File: src/design/win_screen_defs.svh
// Winner screen constants
// Visible area size, field widths and the fixed colours of the overlay

`ifndef WIN_SCREEN_DEFS_SVH
`define WIN_SCREEN_DEFS_SVH

// Visible area
`define HOR_PIXELS 1024
`define VER_PIXELS 768

// Field widths
`define COORD_W 11
`define RGB_W 12

// Player colours in 4-4-4
`define PLAYER1_COLOR 12'hf00
`define PLAYER2_COLOR 12'h0f0

// Button outline
`define BUTTON_COLOR 12'h00f

// Blanking output
`define BLANK_COLOR 12'h000

`endif

File: src/design/vga_pkg.sv
// VGA stream types
// Pixel counters, 4-4-4 colour and the timing/pixel bundles
// that travel one pixel per clock

`include "win_screen_defs.svh"

package vga_pkg;

    typedef logic [`COORD_W-1:0] coord_t;
    typedef logic [`RGB_W-1:0] rgb_t;

    // Sync and blanking travel with the counters
    typedef struct packed {
        coord_t hcount;
        coord_t vcount;
        logic   hsync;
        logic   vsync;
        logic   hblnk;
        logic   vblnk;
    } vga_timing_t;

    typedef struct packed {
        vga_timing_t timing;
        rgb_t        rgb;
    } vga_pixel_t;

endpackage

File: src/design/screen_pkg.sv
// Winner screen layout
// Player and layer selectors, the rectangle type and the rectangle
// tables that spell out the headline, the button and its caption

package screen_pkg;

    import vga_pkg::*;

    typedef enum logic {
        PLAYER_1 = 1'b0,
        PLAYER_2 = 1'b1
    } player_t;

    typedef enum logic [1:0] {
        LAYER_HEADLINE = 2'd0,
        LAYER_BUTTON   = 2'd1,
        LAYER_CAPTION  = 2'd2
    } layer_t;

    // Both bounds exclusive on each axis
    typedef struct packed {
        coord_t x_lo;
        coord_t x_hi;
        coord_t y_lo;
        coord_t y_hi;
    } rect_t;

    function automatic rect_t make_rect(input int x_lo, input int x_hi,
                                        input int y_lo, input int y_hi);
        return '{x_lo: coord_t'(x_lo), x_hi: coord_t'(x_hi),
                 y_lo: coord_t'(y_lo), y_hi: coord_t'(y_hi)};
    endfunction

    localparam int HEADLINE_COUNT = 46;
    localparam int BUTTON_COUNT = 4;
    localparam int CAPTION_COUNT = 34;

    // "WINS" on the lower line, "PLAYER" above it
    localparam rect_t HEADLINE_RECTS [HEADLINE_COUNT] = '{
        // W
        make_rect(417, 427, 330, 410),
        make_rect(427, 437, 390, 400),
        make_rect(437, 447, 380, 390),
        make_rect(447, 457, 390, 400),
        make_rect(457, 467, 330, 410),
        // I
        make_rect(477, 487, 330, 410),
        // N
        make_rect(497, 507, 330, 410),
        make_rect(507, 517, 340, 360),
        make_rect(517, 527, 360, 380),
        make_rect(527, 537, 380, 400),
        make_rect(537, 547, 330, 410),
        // S
        make_rect(567, 597, 330, 340),
        make_rect(557, 567, 340, 360),
        make_rect(567, 597, 360, 370),
        make_rect(597, 607, 370, 400),
        make_rect(567, 597, 400, 410),
        make_rect(557, 567, 390, 400),
        // P
        make_rect(307, 317, 170, 290),
        make_rect(307, 337, 170, 185),
        make_rect(337, 347, 185, 200),
        make_rect(347, 357, 200, 230),
        make_rect(337, 347, 230, 245),
        make_rect(307, 337, 245, 260),
        // L
        make_rect(367, 377, 170, 290),
        make_rect(367, 417, 275, 290),
        // A
        make_rect(427, 437, 185, 290),
        make_rect(467, 477, 185, 290),
        make_rect(437, 467, 170, 185),
        make_rect(427, 477, 230, 245),
        // Y
        make_rect(487, 497, 170, 215),
        make_rect(527, 537, 170, 215),
        make_rect(497, 507, 215, 230),
        make_rect(517, 527, 215, 230),
        make_rect(507, 517, 230, 290),
        // E
        make_rect(547, 557, 170, 290),
        make_rect(547, 597, 170, 185),
        make_rect(547, 597, 275, 290),
        make_rect(547, 587, 222, 237),
        // R
        make_rect(607, 617, 170, 290),
        make_rect(607, 637, 170, 185),
        make_rect(637, 647, 185, 200),
        make_rect(647, 657, 200, 230),
        make_rect(637, 647, 230, 245),
        make_rect(607, 637, 245, 260),
        make_rect(637, 647, 260, 275),
        make_rect(647, 657, 275, 290)
    };

    // Top, left, right and bottom bars
    localparam rect_t BUTTON_RECTS [BUTTON_COUNT] = '{
        make_rect(237, 787, 430, 435),
        make_rect(237, 242, 430, 530),
        make_rect(782, 787, 430, 530),
        make_rect(237, 787, 525, 530)
    };

    // "PLAY AGAIN" inside the button
    localparam rect_t CAPTION_RECTS [CAPTION_COUNT] = '{
        // P
        make_rect(287, 297, 450, 510),
        make_rect(287, 317, 450, 460),
        make_rect(317, 327, 460, 480),
        make_rect(287, 317, 480, 490),
        // L
        make_rect(337, 347, 450, 510),
        make_rect(337, 377, 500, 510),
        // A
        make_rect(387, 397, 460, 510),
        make_rect(417, 427, 460, 510),
        make_rect(397, 417, 450, 460),
        make_rect(387, 427, 480, 490),
        // Y
        make_rect(437, 447, 450, 470),
        make_rect(447, 457, 470, 480),
        make_rect(457, 467, 480, 510),
        make_rect(467, 477, 470, 480),
        make_rect(477, 487, 450, 470),
        // A
        make_rect(517, 527, 460, 510),
        make_rect(547, 557, 460, 510),
        make_rect(527, 547, 450, 460),
        make_rect(517, 557, 480, 490),
        // G
        make_rect(567, 577, 450, 510),
        make_rect(567, 607, 450, 460),
        make_rect(567, 607, 500, 510),
        make_rect(597, 607, 480, 510),
        make_rect(587, 607, 480, 490),
        // A
        make_rect(617, 627, 460, 510),
        make_rect(647, 657, 460, 510),
        make_rect(627, 647, 450, 460),
        make_rect(617, 657, 480, 490),
        // I
        make_rect(667, 677, 450, 510),
        // N
        make_rect(687, 697, 450, 510),
        make_rect(727, 737, 450, 510),
        make_rect(697, 707, 460, 470),
        make_rect(707, 717, 470, 490),
        make_rect(717, 727, 490, 500)
    };

endpackage

File: src/design/rect_set_match.sv
// Rectangle set matcher
// Tests one pixel position against every rectangle of a layer
// and flags a hit in the same cycle

`timescale 1ns/1ps

module rect_set_match #(
    parameter screen_pkg::layer_t LAYER = screen_pkg::LAYER_HEADLINE
) (
    input  vga_pkg::coord_t hcount,
    input  vga_pkg::coord_t vcount,
    output logic            hit
);

    import screen_pkg::*;

    localparam int COUNT = (LAYER == LAYER_HEADLINE) ? HEADLINE_COUNT :
                           (LAYER == LAYER_BUTTON)   ? BUTTON_COUNT : CAPTION_COUNT;

    function automatic rect_t pick(input int idx);
        case (LAYER)
            LAYER_HEADLINE: return HEADLINE_RECTS[idx];
            LAYER_BUTTON:   return BUTTON_RECTS[idx];
            default:        return CAPTION_RECTS[idx];
        endcase
    endfunction

    logic [COUNT-1:0] hits;

    // One comparator set per table entry
    for (genvar i = 0; i < COUNT; i++) begin : g_rect
        localparam rect_t R = pick(i);
        assign hits[i] = (hcount > R.x_lo) && (hcount < R.x_hi) &&
                         (vcount > R.y_lo) && (vcount < R.y_hi);
    end

    assign hit = |hits;

endmodule

File: src/design/win_screen_ctrl.sv
// Winner screen colour control
// Draws the visible-area frame, resolves the layer priority with the
// winner and loser colours and registers the pixel for one cycle

`timescale 1ns/1ps

`include "win_screen_defs.svh"

module win_screen_ctrl (
    input  logic                clk,
    input  logic                rst,
    input  vga_pkg::vga_pixel_t pix_in,
    input  screen_pkg::player_t winner,
    input  logic                headline_hit,
    input  logic                button_hit,
    input  logic                caption_hit,
    output vga_pkg::vga_pixel_t pix_out
);

    import vga_pkg::*;
    import screen_pkg::*;

    rgb_t win_rgb;
    rgb_t lose_rgb;
    rgb_t rgb_nxt;
    logic blank;
    logic on_frame;

    // Loser colour goes to the caption
    assign win_rgb  = (winner == PLAYER_1) ? `PLAYER1_COLOR : `PLAYER2_COLOR;
    assign lose_rgb = (winner == PLAYER_1) ? `PLAYER2_COLOR : `PLAYER1_COLOR;

    assign blank = pix_in.timing.hblnk || pix_in.timing.vblnk;

    // One pixel border of the visible area
    assign on_frame = (pix_in.timing.vcount == '0) ||
                      (pix_in.timing.vcount == coord_t'(`VER_PIXELS - 1)) ||
                      (pix_in.timing.hcount == '0) ||
                      (pix_in.timing.hcount == coord_t'(`HOR_PIXELS - 1));

    always_comb begin
        if (blank) begin
            rgb_nxt = `BLANK_COLOR;
        end else if (on_frame) begin
            rgb_nxt = win_rgb;
        end else if (headline_hit) begin
            rgb_nxt = win_rgb;
        end else if (button_hit) begin
            rgb_nxt = `BUTTON_COLOR;
        end else if (caption_hit) begin
            rgb_nxt = lose_rgb;
        end else begin
            rgb_nxt = pix_in.rgb;
        end
    end

    // Timing passes through unchanged and one clock late
    always_ff @(posedge clk) begin
        if (rst) begin
            pix_out <= '0;
        end else begin
            pix_out.timing <= pix_in.timing;
            pix_out.rgb    <= rgb_nxt;
        end
    end

endmodule

File: src/design/win_screen_overlay.sv
// Winner screen overlay
// Frame, headline, button and caption drawn over a VGA stream
// with one clock of latency

`timescale 1ns/1ps

module win_screen_overlay (
    input  logic                clk,
    input  logic                rst,
    input  vga_pkg::vga_pixel_t pix_in,
    input  screen_pkg::player_t winner,
    output vga_pkg::vga_pixel_t pix_out
);

    import screen_pkg::*;

    logic headline_hit;
    logic button_hit;
    logic caption_hit;

    rect_set_match #(.LAYER(LAYER_HEADLINE)) u_headline_match (
        .hcount (pix_in.timing.hcount),
        .vcount (pix_in.timing.vcount),
        .hit    (headline_hit)
    );

    rect_set_match #(.LAYER(LAYER_BUTTON)) u_button_match (
        .hcount (pix_in.timing.hcount),
        .vcount (pix_in.timing.vcount),
        .hit    (button_hit)
    );

    rect_set_match #(.LAYER(LAYER_CAPTION)) u_caption_match (
        .hcount (pix_in.timing.hcount),
        .vcount (pix_in.timing.vcount),
        .hit    (caption_hit)
    );

    win_screen_ctrl u_ctrl (
        .clk          (clk),
        .rst          (rst),
        .pix_in       (pix_in),
        .winner       (winner),
        .headline_hit (headline_hit),
        .button_hit   (button_hit),
        .caption_hit  (caption_hit),
        .pix_out      (pix_out)
    );

endmodule

File: config.mk
export PLATFORM = sky130hd
export DESIGN_NAME = win_screen_overlay
export DESIGN_NICKNAME = d
export VERILOG_FILES = /design/src/design/vga_pkg.sv /design/src/design/screen_pkg.sv /design/src/design/rect_set_match.sv /design/src/design/win_screen_ctrl.sv /design/src/design/win_screen_overlay.sv
export VERILOG_INCLUDE_DIRS = /design/src /design/src/design
export SDC_FILE = /design/constraint.sdc
export NUM_CORES = 1
export LEC_CHECK = 0
export ABC_CLOCK_PERIOD_IN_PS = 3700
export BUFFER_PORTS_ARGS = -buffer_cell sky130_fd_sc_hd__buf_4
export CORE_MARGIN = 2
export CORE_UTILIZATION = 45
export DETAILED_ROUTE_END_ITERATION = 12
export PLACE_DENSITY = 0.67
export SLEW_MARGIN = 20
export SYNTH_ARGS = -nofsm -noshare
export SYNTH_HDL_FRONTEND = slang
export SYNTH_SLANG_ARGS = --single-unit
File: constraint.sdc
create_clock -name clk -period 3.7 [get_ports clk]
set_input_delay 0.74 -clock clk [delete_from_list [all_inputs] [get_ports clk]]
set_output_delay 0.74 -clock clk [all_outputs]
set_load 0.005 [all_outputs]
Word level (Yosys, flattened, before mapping)
Index checks and enable logic that the tools add are counted.
Widths: inputs -> output; s select.
Cells by class
  magnitude comparators: 128
  equality and inequality tests: 2
  mux-type cells: 6
  reduce and logical (&&, ||, !) cells: 233
Operator list (count)
  $lt 11x9->1 const B: 35
  $gt 11x9->1 const B: 34
  $lt 11x10->1 const B: 23
  $gt 11x10->1 const B: 21
  $logic_and 1x1->1: 223
  $gt 11x8->1 const B: 8
  $lt 11x8->1 const B: 7
  $mux 12: 6
  $reduce_or 46->1: 1
  $reduce_or 34->1: 1
  $eq 11x10->1 const B: 2
  $logic_not 11->1: 2
  $logic_or 1x1->1: 4
  $reduce_or 4->1: 1
  $reduce_or 2->1: 1
Storage, ports and cells
  register bits after elaboration: 38
  bits of input ports: 41

Depth between registers and ports, before layout
Gate-level depths: netlist (run 1).
  depth in word-level cells: 9
  mapped depth: 14
  gate-level depth less buffers: 9

Hierarchy
Synthesis (run 1) repeated with hierarchy kept, for this count alone.
Unflattened totals
  cell total of the unflattened synthesis: 713
  area total of the unflattened synthesis: 4956.0 µm²
By module, submodules not included
  rect_set_match (u_headline_match): instances 1, cells each 315, area each 2006.9 µm², seq. area each 0.0 µm²
  rect_set_match (u_caption_match): instances 1, cells each 237, area each 1421.4 µm², seq. area each 0.0 µm²
  win_screen_ctrl: instances 1, cells each 132, area each 1340.0 µm², seq. area each 760.7 µm²
  rect_set_match (u_button_match): instances 1, cells each 29, area each 187.7 µm², seq. area each 0.0 µm²

Least setup slack after synthesis (run 1)
Ideal clock, no wire load.
  path kind: in2reg
  from: in pix_in[36] (netlist bit)
  to: reg u_ctrl.pix_out[10] (netlist name)
  setup time: 70 ps
  data arrival time: 3209 ps
  path slack: 421 ps
  stages on the path: 10
  path buffers: 1
  cells stage by stage: buf_6 > or4b_4 > nor4b_4 > a2111oi_1 > or4_1 > o21ai_1 > nand4_1 > nor4_4 > nand3_2 > o21ai_1
On the way
  word-level cells in the longest chain between the ends: 9
  elaborated cells between the ends (all ways): 314
Ends and longest elaborated chain
  start: declaration: RTL line win_screen_overlay.sv:10  | input vga_pkg::vga_pixel_t pix_in,
  $gt 11x9->1 (tied with other cells): RTL line rect_set_match.sv:33  | assign hits[i] = (hcount > R.x_lo) && (hcount < R.x_hi) &&
  $logic_and 1x1->1 (2 in a row): RTL line rect_set_match.sv:33
  $logic_and 1x1->1: RTL line rect_set_match.sv:34  | (vcount > R.y_lo) && (vcount < R.y_hi);
  $reduce_or 34->1: RTL line rect_set_match.sv:37  | assign hit = |hits;
  $mux 12: RTL line win_screen_ctrl.sv:50  | end else if (caption_hit) begin
  $mux 12: RTL line win_screen_ctrl.sv:48  | end else if (button_hit) begin
  $mux 12: RTL line win_screen_ctrl.sv:46  | end else if (headline_hit) begin
  $mux 12 (*): RTL line win_screen_ctrl.sv:44  | end else if (on_frame) begin
Mark *: on every way between the ends. The rest lies on a longest branch, timed or not.
A chain may end at the register's enable or synchronous reset.

Final worst setup path (run 1)
  from: in pix_in[35] (netlist bit)
  to: reg u_ctrl.pix_out[11] (netlist name)
On the way
  word-level cells in the longest chain between the ends: 9
  elaborated cells between the ends (all ways): 314
Ends and longest elaborated chain (RTL line)
  $gt 11x9->1 (tied with other cells): rect_set_match.sv:33
  $logic_and 1x1->1 (2 in a row): rect_set_match.sv:33
  $logic_and 1x1->1: rect_set_match.sv:34
  $reduce_or 34->1: rect_set_match.sv:37
  $mux 12: win_screen_ctrl.sv:50
  $mux 12: win_screen_ctrl.sv:48
  $mux 12: win_screen_ctrl.sv:46
  $mux 12 (*): win_screen_ctrl.sv:44
Marked as above.

==> results of run 1 <==
how the worst min path moves through the flow:
| stage | start | end | cells after the start |
|---|---|---|---|
| floorplan | pix_in[12] | u_ctrl.pix_out[12]$_SDFF_PP0_ | 1 |
| global placement | pix_in[14] | u_ctrl.pix_out[14]$_SDFF_PP0_ | 2 |
| detailed placement | pix_in[15] | u_ctrl.pix_out[15]$_SDFF_PP0_ | 2 |
| CTS | pix_in[15] | u_ctrl.pix_out[15]$_SDFF_PP0_ | 2 |
| global route | pix_in[15] | u_ctrl.pix_out[15]$_SDFF_PP0_ | 2 |
| finish | pix_in[15] | u_ctrl.pix_out[15]$_SDFF_PP0_ | 2 |
cells in the final DEF, fill, tap and decap left out, types with 4 or more instances in the layout:
cell / count
a2111oi_0: 7
a211o_1: 7
a211oi_1: 12
a21oi_1: 26
a311oi_1: 4
a31oi_1: 24
and2_1: 5
and3_1: 6
and4_1: 5
buf_4: 141
clkbuf_8: 6
dfxtp_1: 38
inv_1: 14
mux2i_1: 8
nand2_1: 51
nand2b_1: 9
nand3_1: 25
nand4_1: 15
nand4b_1: 5
nor2_1: 50
nor2b_1: 25
nor3_1: 23
nor4_1: 11
o2111ai_1: 5
o211ai_1: 12
o21ai_0: 38
o21ai_1: 9
o22ai_1: 4
o31ai_1: 9
o41ai_1: 5
or2_2: 10
or3_1: 7
or4_1: 10
power groups by stage:
stage	sequential (mW)	clock, mW	combinational [mW]
after global placement	0.444	0	0.435
after floorplan	0.447	0	0.236
final	0.435	0.287	0.455
after global routing	0.436	0.309	0.476
after detailed placement	0.444	0	0.433
after CTS	0.435	0.297	0.434
per-layer routing:
metal	share of wire [%]	track usage [%]	up-vias	wire length, um
met1	39	52.0	2639	7480
met5	0	0	-	0
met2	42	56.0	539	8110
li1	-	-	2538	-
met3	15	7.31	78	2940
met4	3.9	13.2	0	751
area by class of cell:
| type | count | share of cell area, % |
|---|---|---|
| well taps | 111 | 2.65 |
| clock buffers | 6 | 1.57 |
| multi-input cells | 495 | 59.1 |
| inverters | 14 | 1.00 |
| flip-flops and latches | 38 | 14.5 |
| repair buffers | 143 | 20.9 |
| clock inverters | 2 | 0.238 |
cells by family after synthesis:
group,after synthesis
compound gates,202
buf+inv,74
flops,38
mux,8
simple gates,285
through the flow:
stage               setup slack, ns  power (mW)  instance area, sq um  instances
finish                        0.222        1.18                  5250        809
CTS                           0.237        1.17                  5250        809
global placement             0.0893       0.879                  5150        801
floorplan                     0.421       0.682                  4170        607
detailed placement          -0.0760       0.877                  5150        801
global route                  0.115        1.22                  5250        809
==> impl_metrics.yaml, run 1 <==
pwr:
  cellLeakagePower_nw: 1.98
  pwr-share-comb_pct: 38.7
  switchingPower_uw: 423
  pwr-share-seq_pct: 37.0
  powerDensity_mw_per_mm2: 224
  power_frac_clock_pct: 24.3
  intPower_uw: 754
  switching_share_pct: 35.9
  peakVddDrop_uv: 105
critical_path:
  path_cells: "buf_4 > or4b_4 > nor4b_4 > a2111oi_1 > o221ai_1 > o311ai_0 > or4_1 > nor4_4 > nand3_2 > o21ai_1"
  crit_required_ns: 3.90
  cp_max_fo: 17
  end_kind: "flop"
  slowest_delay_ns: 0.51
  endpoint: "u_ctrl.pix_out[11]$_SDFF_PP0_"
  cp.arrival_ns: 3.68
  path_depth: 10
  slowest_stage: "or4b_4"
  path_delay_family: "simple AND/OR/NAND/NOR gates"
  crit_path_start: "pix_in[35]"
  critPathLaunchType: "input pin"
  critical_path_class: "input pin to flop"
  crit_buf_inv: 1
cts:
  cts_resized: 0
  cts_tree: "done"
  cts.sinks: 38
  htree_levels: 2
  cts_made_buffers: 5
  cts_buffer_depth: 2
  path_clk_slew_ns: 0.07
  clk_root_buffer_cell: "clkbuf_8"
  hold_buffers: 0
  post-cts-setup-buffers: 0
timing:
  rsz0062_at_grt: "false"
  finalHoldViolCount: 0
  holdWs_ns: 0.666
  min_period_ns: 3.48
  slew_headroom_pct: 55.2
  final.setup.tns_ns: 0
  max_freq_mhz: 288
  min_period_over_period_pct: 94.0
  setup_viol: 0
  slew_viol_final: 0
  tightest_slew_ns: 0.666
floorplanning:
  rows: 35
  initial_utilization_pct: 45.8
  core_sq_mm: 0.00911
  die_width_um: 100
  die-area_sq_mm: 0.0101
  die_h_um: 100
  io-pin-count: 79
cells_and_area:
  nets: 738
  fin_util_pct: 57.6
  multi_input_area_sq_mm: 0.00310
  largest_register: "u_ctrl.pix_out"
  largest_registers: "u_ctrl.pix_out (38)"
  fill_cells: 927
  largest_reg_flops: 38
  syn_to_final_growth_pct: 25.9
  regArea_sq_um: 761
  antennaDiodeCount: 0
  drive_above_1_share_pct: 25.1
synth:
  synth_seq_cells: 38
  synth_top_family_by_area: "simple AND/OR/NAND/NOR gates"
  synthAdderAreaFrac_pct: 0
  synth-simple-area-share_pct: 39.3
  muxShareOfSynthArea_pct: 1.92
  synth_cell_types: 77
  async_flop_share_pct: 0
  synthCells: 607
  synth_common_cells: "nand2_1 (51), nor2_1 (50), clkbuf_1 (41)"
  netlist.area_leader.share_pct: 18.2
  ys_warn_count: 0
  synth_compound_area_share_pct: 33.2
  syn_avg_cell_area_sq_um: 6.87
  syn-cell-area_sq_mm: 0.00417
  yosysSeqAreaShare_pct: 18.2
  synth_most_common_cell: "nand2_1"
  netlist_top_cells_area: "dfxtp_1 (18%), nand2_1 (4.6%), o21ai_0 (4.6%)"
  synth_edf_count: 0
  syn_nets: 648
  synth_flop_cell: "dfxtp_1"
  synth_top_area_cell: "dfxtp_1"
  synth_xor_xnor_area_share_pct: 0
drt:
  postRouteAntennaNets: 0
  drc: 0
  drt_wl_total_um: 19300
  drtIter0Drc: 1034
  viasPerCell: 7.16
  wl_per_cell_um: 23.8
  dr_total_vias: 5794
  drt_first_pass_iters: 5
outcome:
  status: "finished, final reports clean"
grt:
  grt_pass1_vias: 5170
  grt_max_degree: 31
  gr-total-overflow: 0
  antenna_found_initial: 0
  grt_pass1_wl_um: 29000
  track_usage_pct: 37.0
flow_run:
  maxCapViolCount: 0
worst_hold_path:
  hold_path_class: "input pin to flop"
placement:
  gp_congestion: 1.04
  dp_hpwl_um: 14800
  port_buffers: 78
No activity file was read; power rests on OpenSTA's default activity.
==> inputs of run 2 (changes only) <==
==> constraint.sdc (replaced) <==
create_clock -name clk -period 3.7 [get_ports clk]
set_input_delay 0.555 -clock clk [delete_from_list [all_inputs] [get_ports clk]]
set_output_delay 0.555 -clock clk [all_outputs]
set_load 0.005 [all_outputs]
==> run 2 against run 1 <==
  * Core utilization shrank 2.4 points
  * Critical path depth is the same
  * Total power grew 2.4%
  * Combinational power shrank 6.8%
  * Die area is the same
  * Sequential share of layout area grew 0.63 points
  * First-iteration DRC count grew 6.5%
  * Fmax grew 7.0%
==> impl_metrics.yaml, run 2 (synthesis results as in run 1) <==
floorplanning:
  initial_utilization_pct: 45.8
  die_h_um: 100
  die-area_sq_mm: 0.0101
  rows: 35
  core_sq_mm: 0.00911
  io-pin-count: 79
  die_width_um: 100
drt:
  highest-signal-layer: "met5"
  dr_total_vias: 5662
  wl_met3_um: 2610
  postRouteAntennaNets: 0
  drc: 0
  wl_per_cell_um: 23.3
  drt_wl_total_um: 18200
  drt_first_pass_iters: 6
  viasPerCell: 7.28
  drtIter0Drc: 1101
  met2_wirelength_um: 7720
  wl_met1_um: 6930
timing:
  rsz0062_at_grt: "false"
  slew_headroom_pct: 44.4
  max_freq_mhz: 308
  min_period_ns: 3.25
  tightest_slew_ns: 0.828
  holdWs_ns: 0.481
  min_period_over_period_pct: 87.9
  final.setup.tns_ns: 0
  slew_viol_final: 0
  setup_viol: 0
  fin_ws_ns: 0.449
  finalHoldViolCount: 0
flow_run:
  maxCapViolCount: 0
critical_path:
  critical_path_class: "input pin to flop"
  crit_path_start: "pix_in[35]"
  critPathLaunchType: "input pin"
  endpoint: "u_ctrl.pix_out[9]$_SDFF_PP0_"
  cp_max_fo: 22
  end_kind: "flop"
  crit_required_ns: 3.91
  cp.arrival_ns: 3.46
cells_and_area:
  regArea_sq_um: 761
  layout_common_cells: "buf_4 (112), nand2_1 (51), nor2_1 (50), o21ai_0 (38), dfxtp_1 (38)"
  largest_registers: "u_ctrl.pix_out (38)"
  fill_cells: 881
  antennaDiodeCount: 0
  layout_commonest_cell: "buf_4"
  largest_reg_flops: 38
  drive_above_1_share_pct: 21.6
  nets: 708
  largest_register: "u_ctrl.pix_out"
  syn_to_final_growth_pct: 20.6
  multi_input_area_sq_mm: 0.00310
placement:
  dp_hpwl_um: 13600
  port_buffers: 78
  dpl_worst_slack_ns: 0.177
  gp_congestion: 1.07
cts:
  cts_resized: 0
  post-cts-setup-buffers: 0
  hold_buffers: 0
  htree_levels: 2
  cts_made_buffers: 5
  cts.sinks: 38
  cts_tree: "done"
  path_clk_slew_ns: 0.07
  cts_buffer_depth: 2
  clk_root_buffer_cell: "clkbuf_8"
pwr:
  peakVddDrop_uv: 133
  powerDensity_mw_per_mm2: 240
  cellLeakagePower_nw: 1.84
worst_hold_path:
  hold_depth: 2
  hold_path_class: "input pin to flop"
grt:
  antenna_found_initial: 1
  grt_pass1_vias: 4976
  grt_max_degree: 34
  gr-total-overflow: 0
  track_usage_pct: 35.0
  grt_pass1_wl_um: 27700
outcome:
  status: "finished, final reports clean"
-- run 2: cell types whose count changed in the layout (fill, tap and decap cells not counted), sizes merged --
cell | before | now
buf | 143 | 113
clkinvlp | 1 | 0
bufinv | 0 | 1
clkinv | 1 | 0
-- run 2: layout make-up --
class / instances / share of cell area (%)
inverter: 14 / 1.04
timing repair buffer: 113 / 17.1
clock buffer: 6 / 1.64
sequential: 38 / 15.1
clock inverter: 1 / 0.597
multi-input combinational: 495 / 61.7
tap: 111 / 2.76
-- run 2: worst min-delay path by stage --
stage                from                       endpoint  slack (ns)
3_3_place_gp   pix_in[15]  u_ctrl.pix_out[15]$_SDFF_PP0_        0.77
2_1_floorplan  pix_in[12]  u_ctrl.pix_out[12]$_SDFF_PP0_        0.68
4_1_cts        pix_in[15]  u_ctrl.pix_out[15]$_SDFF_PP0_        0.48
6_report       pix_in[15]  u_ctrl.pix_out[15]$_SDFF_PP0_        0.48
3_5_place_dp   pix_in[15]  u_ctrl.pix_out[15]$_SDFF_PP0_        0.77
5_1_grt        pix_in[14]  u_ctrl.pix_out[14]$_SDFF_PP0_        0.50
-- run 2: worst max-delay path, stage by stage --
cell and delay [ns]:
buf_4 0.23, or4b_4 0.52, nor4b_4 0.35, a2111oi_1 0.17
or4_1 0.54, o21ai_1 0.13, nand4_1 0.18, nor4_4 0.38
nand3_2 0.22, o21ai_1 0.18
-- run 2: per-stage QoR --
step	std cells	utilization [%]	area (sq um)	total power, mW
finish	778	55.2	5030	1.20
detailed placement	771	54.0	4920	0.847
CTS	778	55.2	5030	1.19
global placement	771	54.0	4920	0.850
global route	778	55.2	5030	1.25
floorplan	607	-	4170	0.682
-- run 2: where the power goes --
group	internal, mW	switching (mW)
combinational	0.156	0.268
sequential	0.429	0.00527
clock	0.215	0.130
-- run 2: layer usage --
metal	global-route usage, %	vias to the layer above
li1	-	2469
met1	46.9	2533
met2	54.2	550
met3	8.01	108
met4	14.3	2
met5	0	-
==> inputs of run 3 (changes only) <==
--- a/config.mk
+++ b/config.mk
@@ -11,8 +11,9 @@
 export CORE_MARGIN = 2
 export CORE_UTILIZATION = 45
 export DETAILED_ROUTE_END_ITERATION = 12
-export PLACE_DENSITY = 0.67
+export PLACE_DENSITY = 0.66
 export SLEW_MARGIN = 20
 export SYNTH_ARGS = -nofsm -noshare
 export SYNTH_HDL_FRONTEND = slang
+export SYNTH_HIERARCHICAL = 1
 export SYNTH_SLANG_ARGS = --single-unit
==> run 3 against run 2 <==
  * Via count rose by 27%
  * Die area is 18% higher
  * First-iteration DRC count is 13% lower
  * Non-clock buffer count up 108
  * Sequential power about the same
  * Core utilization rose by 6.6 points
  * Critical endpoint is now u_ctrl/pix_out[4]$_SDFF_PP0_
  * Largest cell class unchanged
  * Highest routed layer is now met4
==> impl_metrics.yaml, run 3 <==
cts:
  post-cts-setup-buffers: 0
  clk_root_buffer_cell: "clkbuf_8"
  path_clk_slew_ns: 0.08
  cts_made_buffers: 5
  cts_buffer_depth: 2
  cts.sinks: 38
  htree_levels: 2
  cts_tree: "done"
cells_and_area:
  largest_registers: "u_ctrl/pix_out (38)"
  antennaDiodeCount: 0
  multi_input_area_sq_mm: 0.00382
  regArea_sq_um: 761
  nets: 915
  syn_to_final_growth_pct: 34.6
  drive_above_1_share_pct: 29.8
  layout_commonest_cell: "buf_4"
  largest_register: "u_ctrl/pix_out"
  largest_reg_flops: 38
  fin_util_pct: 61.8
  fill_cells: 985
  fin_area_sq_mm: 0.00667
  layout_common_cells: "buf_4 (214), nor2_1 (53), nand2_1 (45), o21ai_0 (42), nor3_1 (41)"
outcome:
  status: "finished, final reports clean"
timing:
  max_freq_mhz: 277
  tightest_slew_ns: 0.924
  slew_viol_final: 0
  setup_viol: 0
  fin_ws_ns: 0.0919
  finalHoldViolCount: 0
  min_period_ns: 3.61
  rsz0062_at_grt: "false"
  final.setup.tns_ns: 0
  slew_headroom_pct: 37.9
  min_period_over_period_pct: 97.5
grt:
  antenna_found_initial: 0
  grt_pass1_vias: 6568
  gr-total-overflow: 0
  grt_max_degree: 34
  grt_pass1_wl_um: 34700
  track_usage_pct: 37.5
critical_path:
  slowest_delay_ns: 0.55
  crit_required_ns: 3.91
  slowest_stage: "or4_4"
  critical_path_class: "input pin to flop"
  critPathLaunchType: "input pin"
  path_cells: "buf_4 > or4_4 > o21a_1 > nand3_2 > nor3_1 > or4_1 > nor4_1 > buf_4 > nand4_1 > nor2_1 > a211oi_1 > o22ai_1"
  worst_path_most_repeated_cell: "buf_4"
  cp_max_fo: 7
  end_kind: "flop"
  cp.arrival_ns: 3.82
synth:
  synthCells: 713
  yosysSeqAreaShare_pct: 15.3
  syn_nets: 754
  synth_cell_types: 81
  synth_seq_cells: 38
  synth_flop_cell: "dfxtp_1"
  syn_avg_cell_area_sq_um: 6.95
  synth_top_area_cell: "dfxtp_1"
  synth_common_cells: "nor2_1 (53), nand2_1 (45), o21ai_0 (42)"
  synth_most_common_cell: "nor2_1"
  ys_warn_count: 6
  async_flop_share_pct: 0
  synth_edf_count: 0
  netlist.area_leader.share_pct: 15.3
  netlist_top_cells_area: "dfxtp_1 (15%), o21ai_0 (4.2%), nor3_1 (4.1%)"
  syn-cell-area_sq_mm: 0.00496
floorplanning:
  die_width_um: 109
  die-area_sq_mm: 0.0119
  initial_utilization_pct: 45.9
  core_sq_mm: 0.0108
  rows: 38
  die_h_um: 109
  io-pin-count: 79
pwr:
  pwr-share-comb_pct: 40.4
  peakVddDrop_uv: 209
  switching_share_pct: 35.0
  pwr-share-seq_pct: 29.9
  cellLeakagePower_nw: 2.54
  intPower_uw: 942
  p_total_mw: 1.45
  powerDensity_mw_per_mm2: 217
  power_frac_clock_pct: 29.7
  switchingPower_uw: 508
worst_hold_path:
  hold_path_class: "input pin to flop"
  hold_depth: 2
placement:
  dpl_worst_slack_ns: -0.149
  port_buffers: 78
  gp_congestion: 1.05
  dp_hpwl_um: 17300
  place_area_sq_mm: 0.00651
drt:
  dr_total_vias: 7190
  drt_first_pass_iters: 8
  drc: 0
  viasPerCell: 7.08
  drtIter0Drc: 954
  drt_wl_total_um: 23200
  postRouteAntennaNets: 0
  wl_per_cell_um: 22.9
flow_run:
  maxCapViolCount: 0
-- run 3: what timing repair did --
item	in CTS	in global routing
gates resized for setup	0	5
hold buffers	0	0
hold endpoints to repair	0	0
endpoints found under the setup margin	0	12
-- run 3: path summary, 6_finish.rpt --
path                   start                             to
setup / recovery  pix_in[19]   u_ctrl/pix_out[4]$_SDFF_PP0_
hold / removal    pix_in[15]  u_ctrl/pix_out[15]$_SDFF_PP0_
-- run 3: critical path: cells and delay by family --
kind,cells,cell delay (ns)
AND/OR/NAND/NOR,7,2.30
AO/OA/AOI/OAI,3,0.62
buffers and inverters,2,0.34
-- run 3: logic make-up after synthesis --
kind of cell | share of synthesized area, %
AOI/OAI and AO/OA | 36.6
buffers and inverters | 7.88
DFF | 15.3
muxes | 0.404
and+or+nand+nor | 39.7
-- run 3: per-stage QoR --
step / instances / hold slack (ns)
final: 1015 / 0.471
after CTS: 1015 / 0.473
after floorplan: 713 / 0.683
after global routing: 1015 / 0.464
after global placement: 1007 / 0.773
after detailed placement: 1007 / 0.777
-- run 3: power by group through the flow --
stage          Sequential, mW  Combinational, mW  Clock (mW)
2_1_floorplan           0.445              0.273           0
3_3_place_gp            0.443              0.550           0
3_5_place_dp            0.443              0.556           0
4_1_cts                 0.433              0.560       0.432
5_1_grt                 0.435              0.613       0.447
6_report                0.433              0.585       0.431
-- run 3: area by class of cell --
type	count	share of cell area, %
Tap cell	140	2.63
Clock inverter	3	1.03
Multi-Input combinational cell	598	57.3
Sequential cell	38	11.4
Inverter	10	0.563
Timing Repair Buffer	221	26.0
Clock buffer	5	1.03
-- run 3: routing by layer --
metal	share of wire, %	global-route usage, %
met1	36	46.1
met2	46	63.0
met3	11	4.78
met4	6.5	21.1
met5	0	0
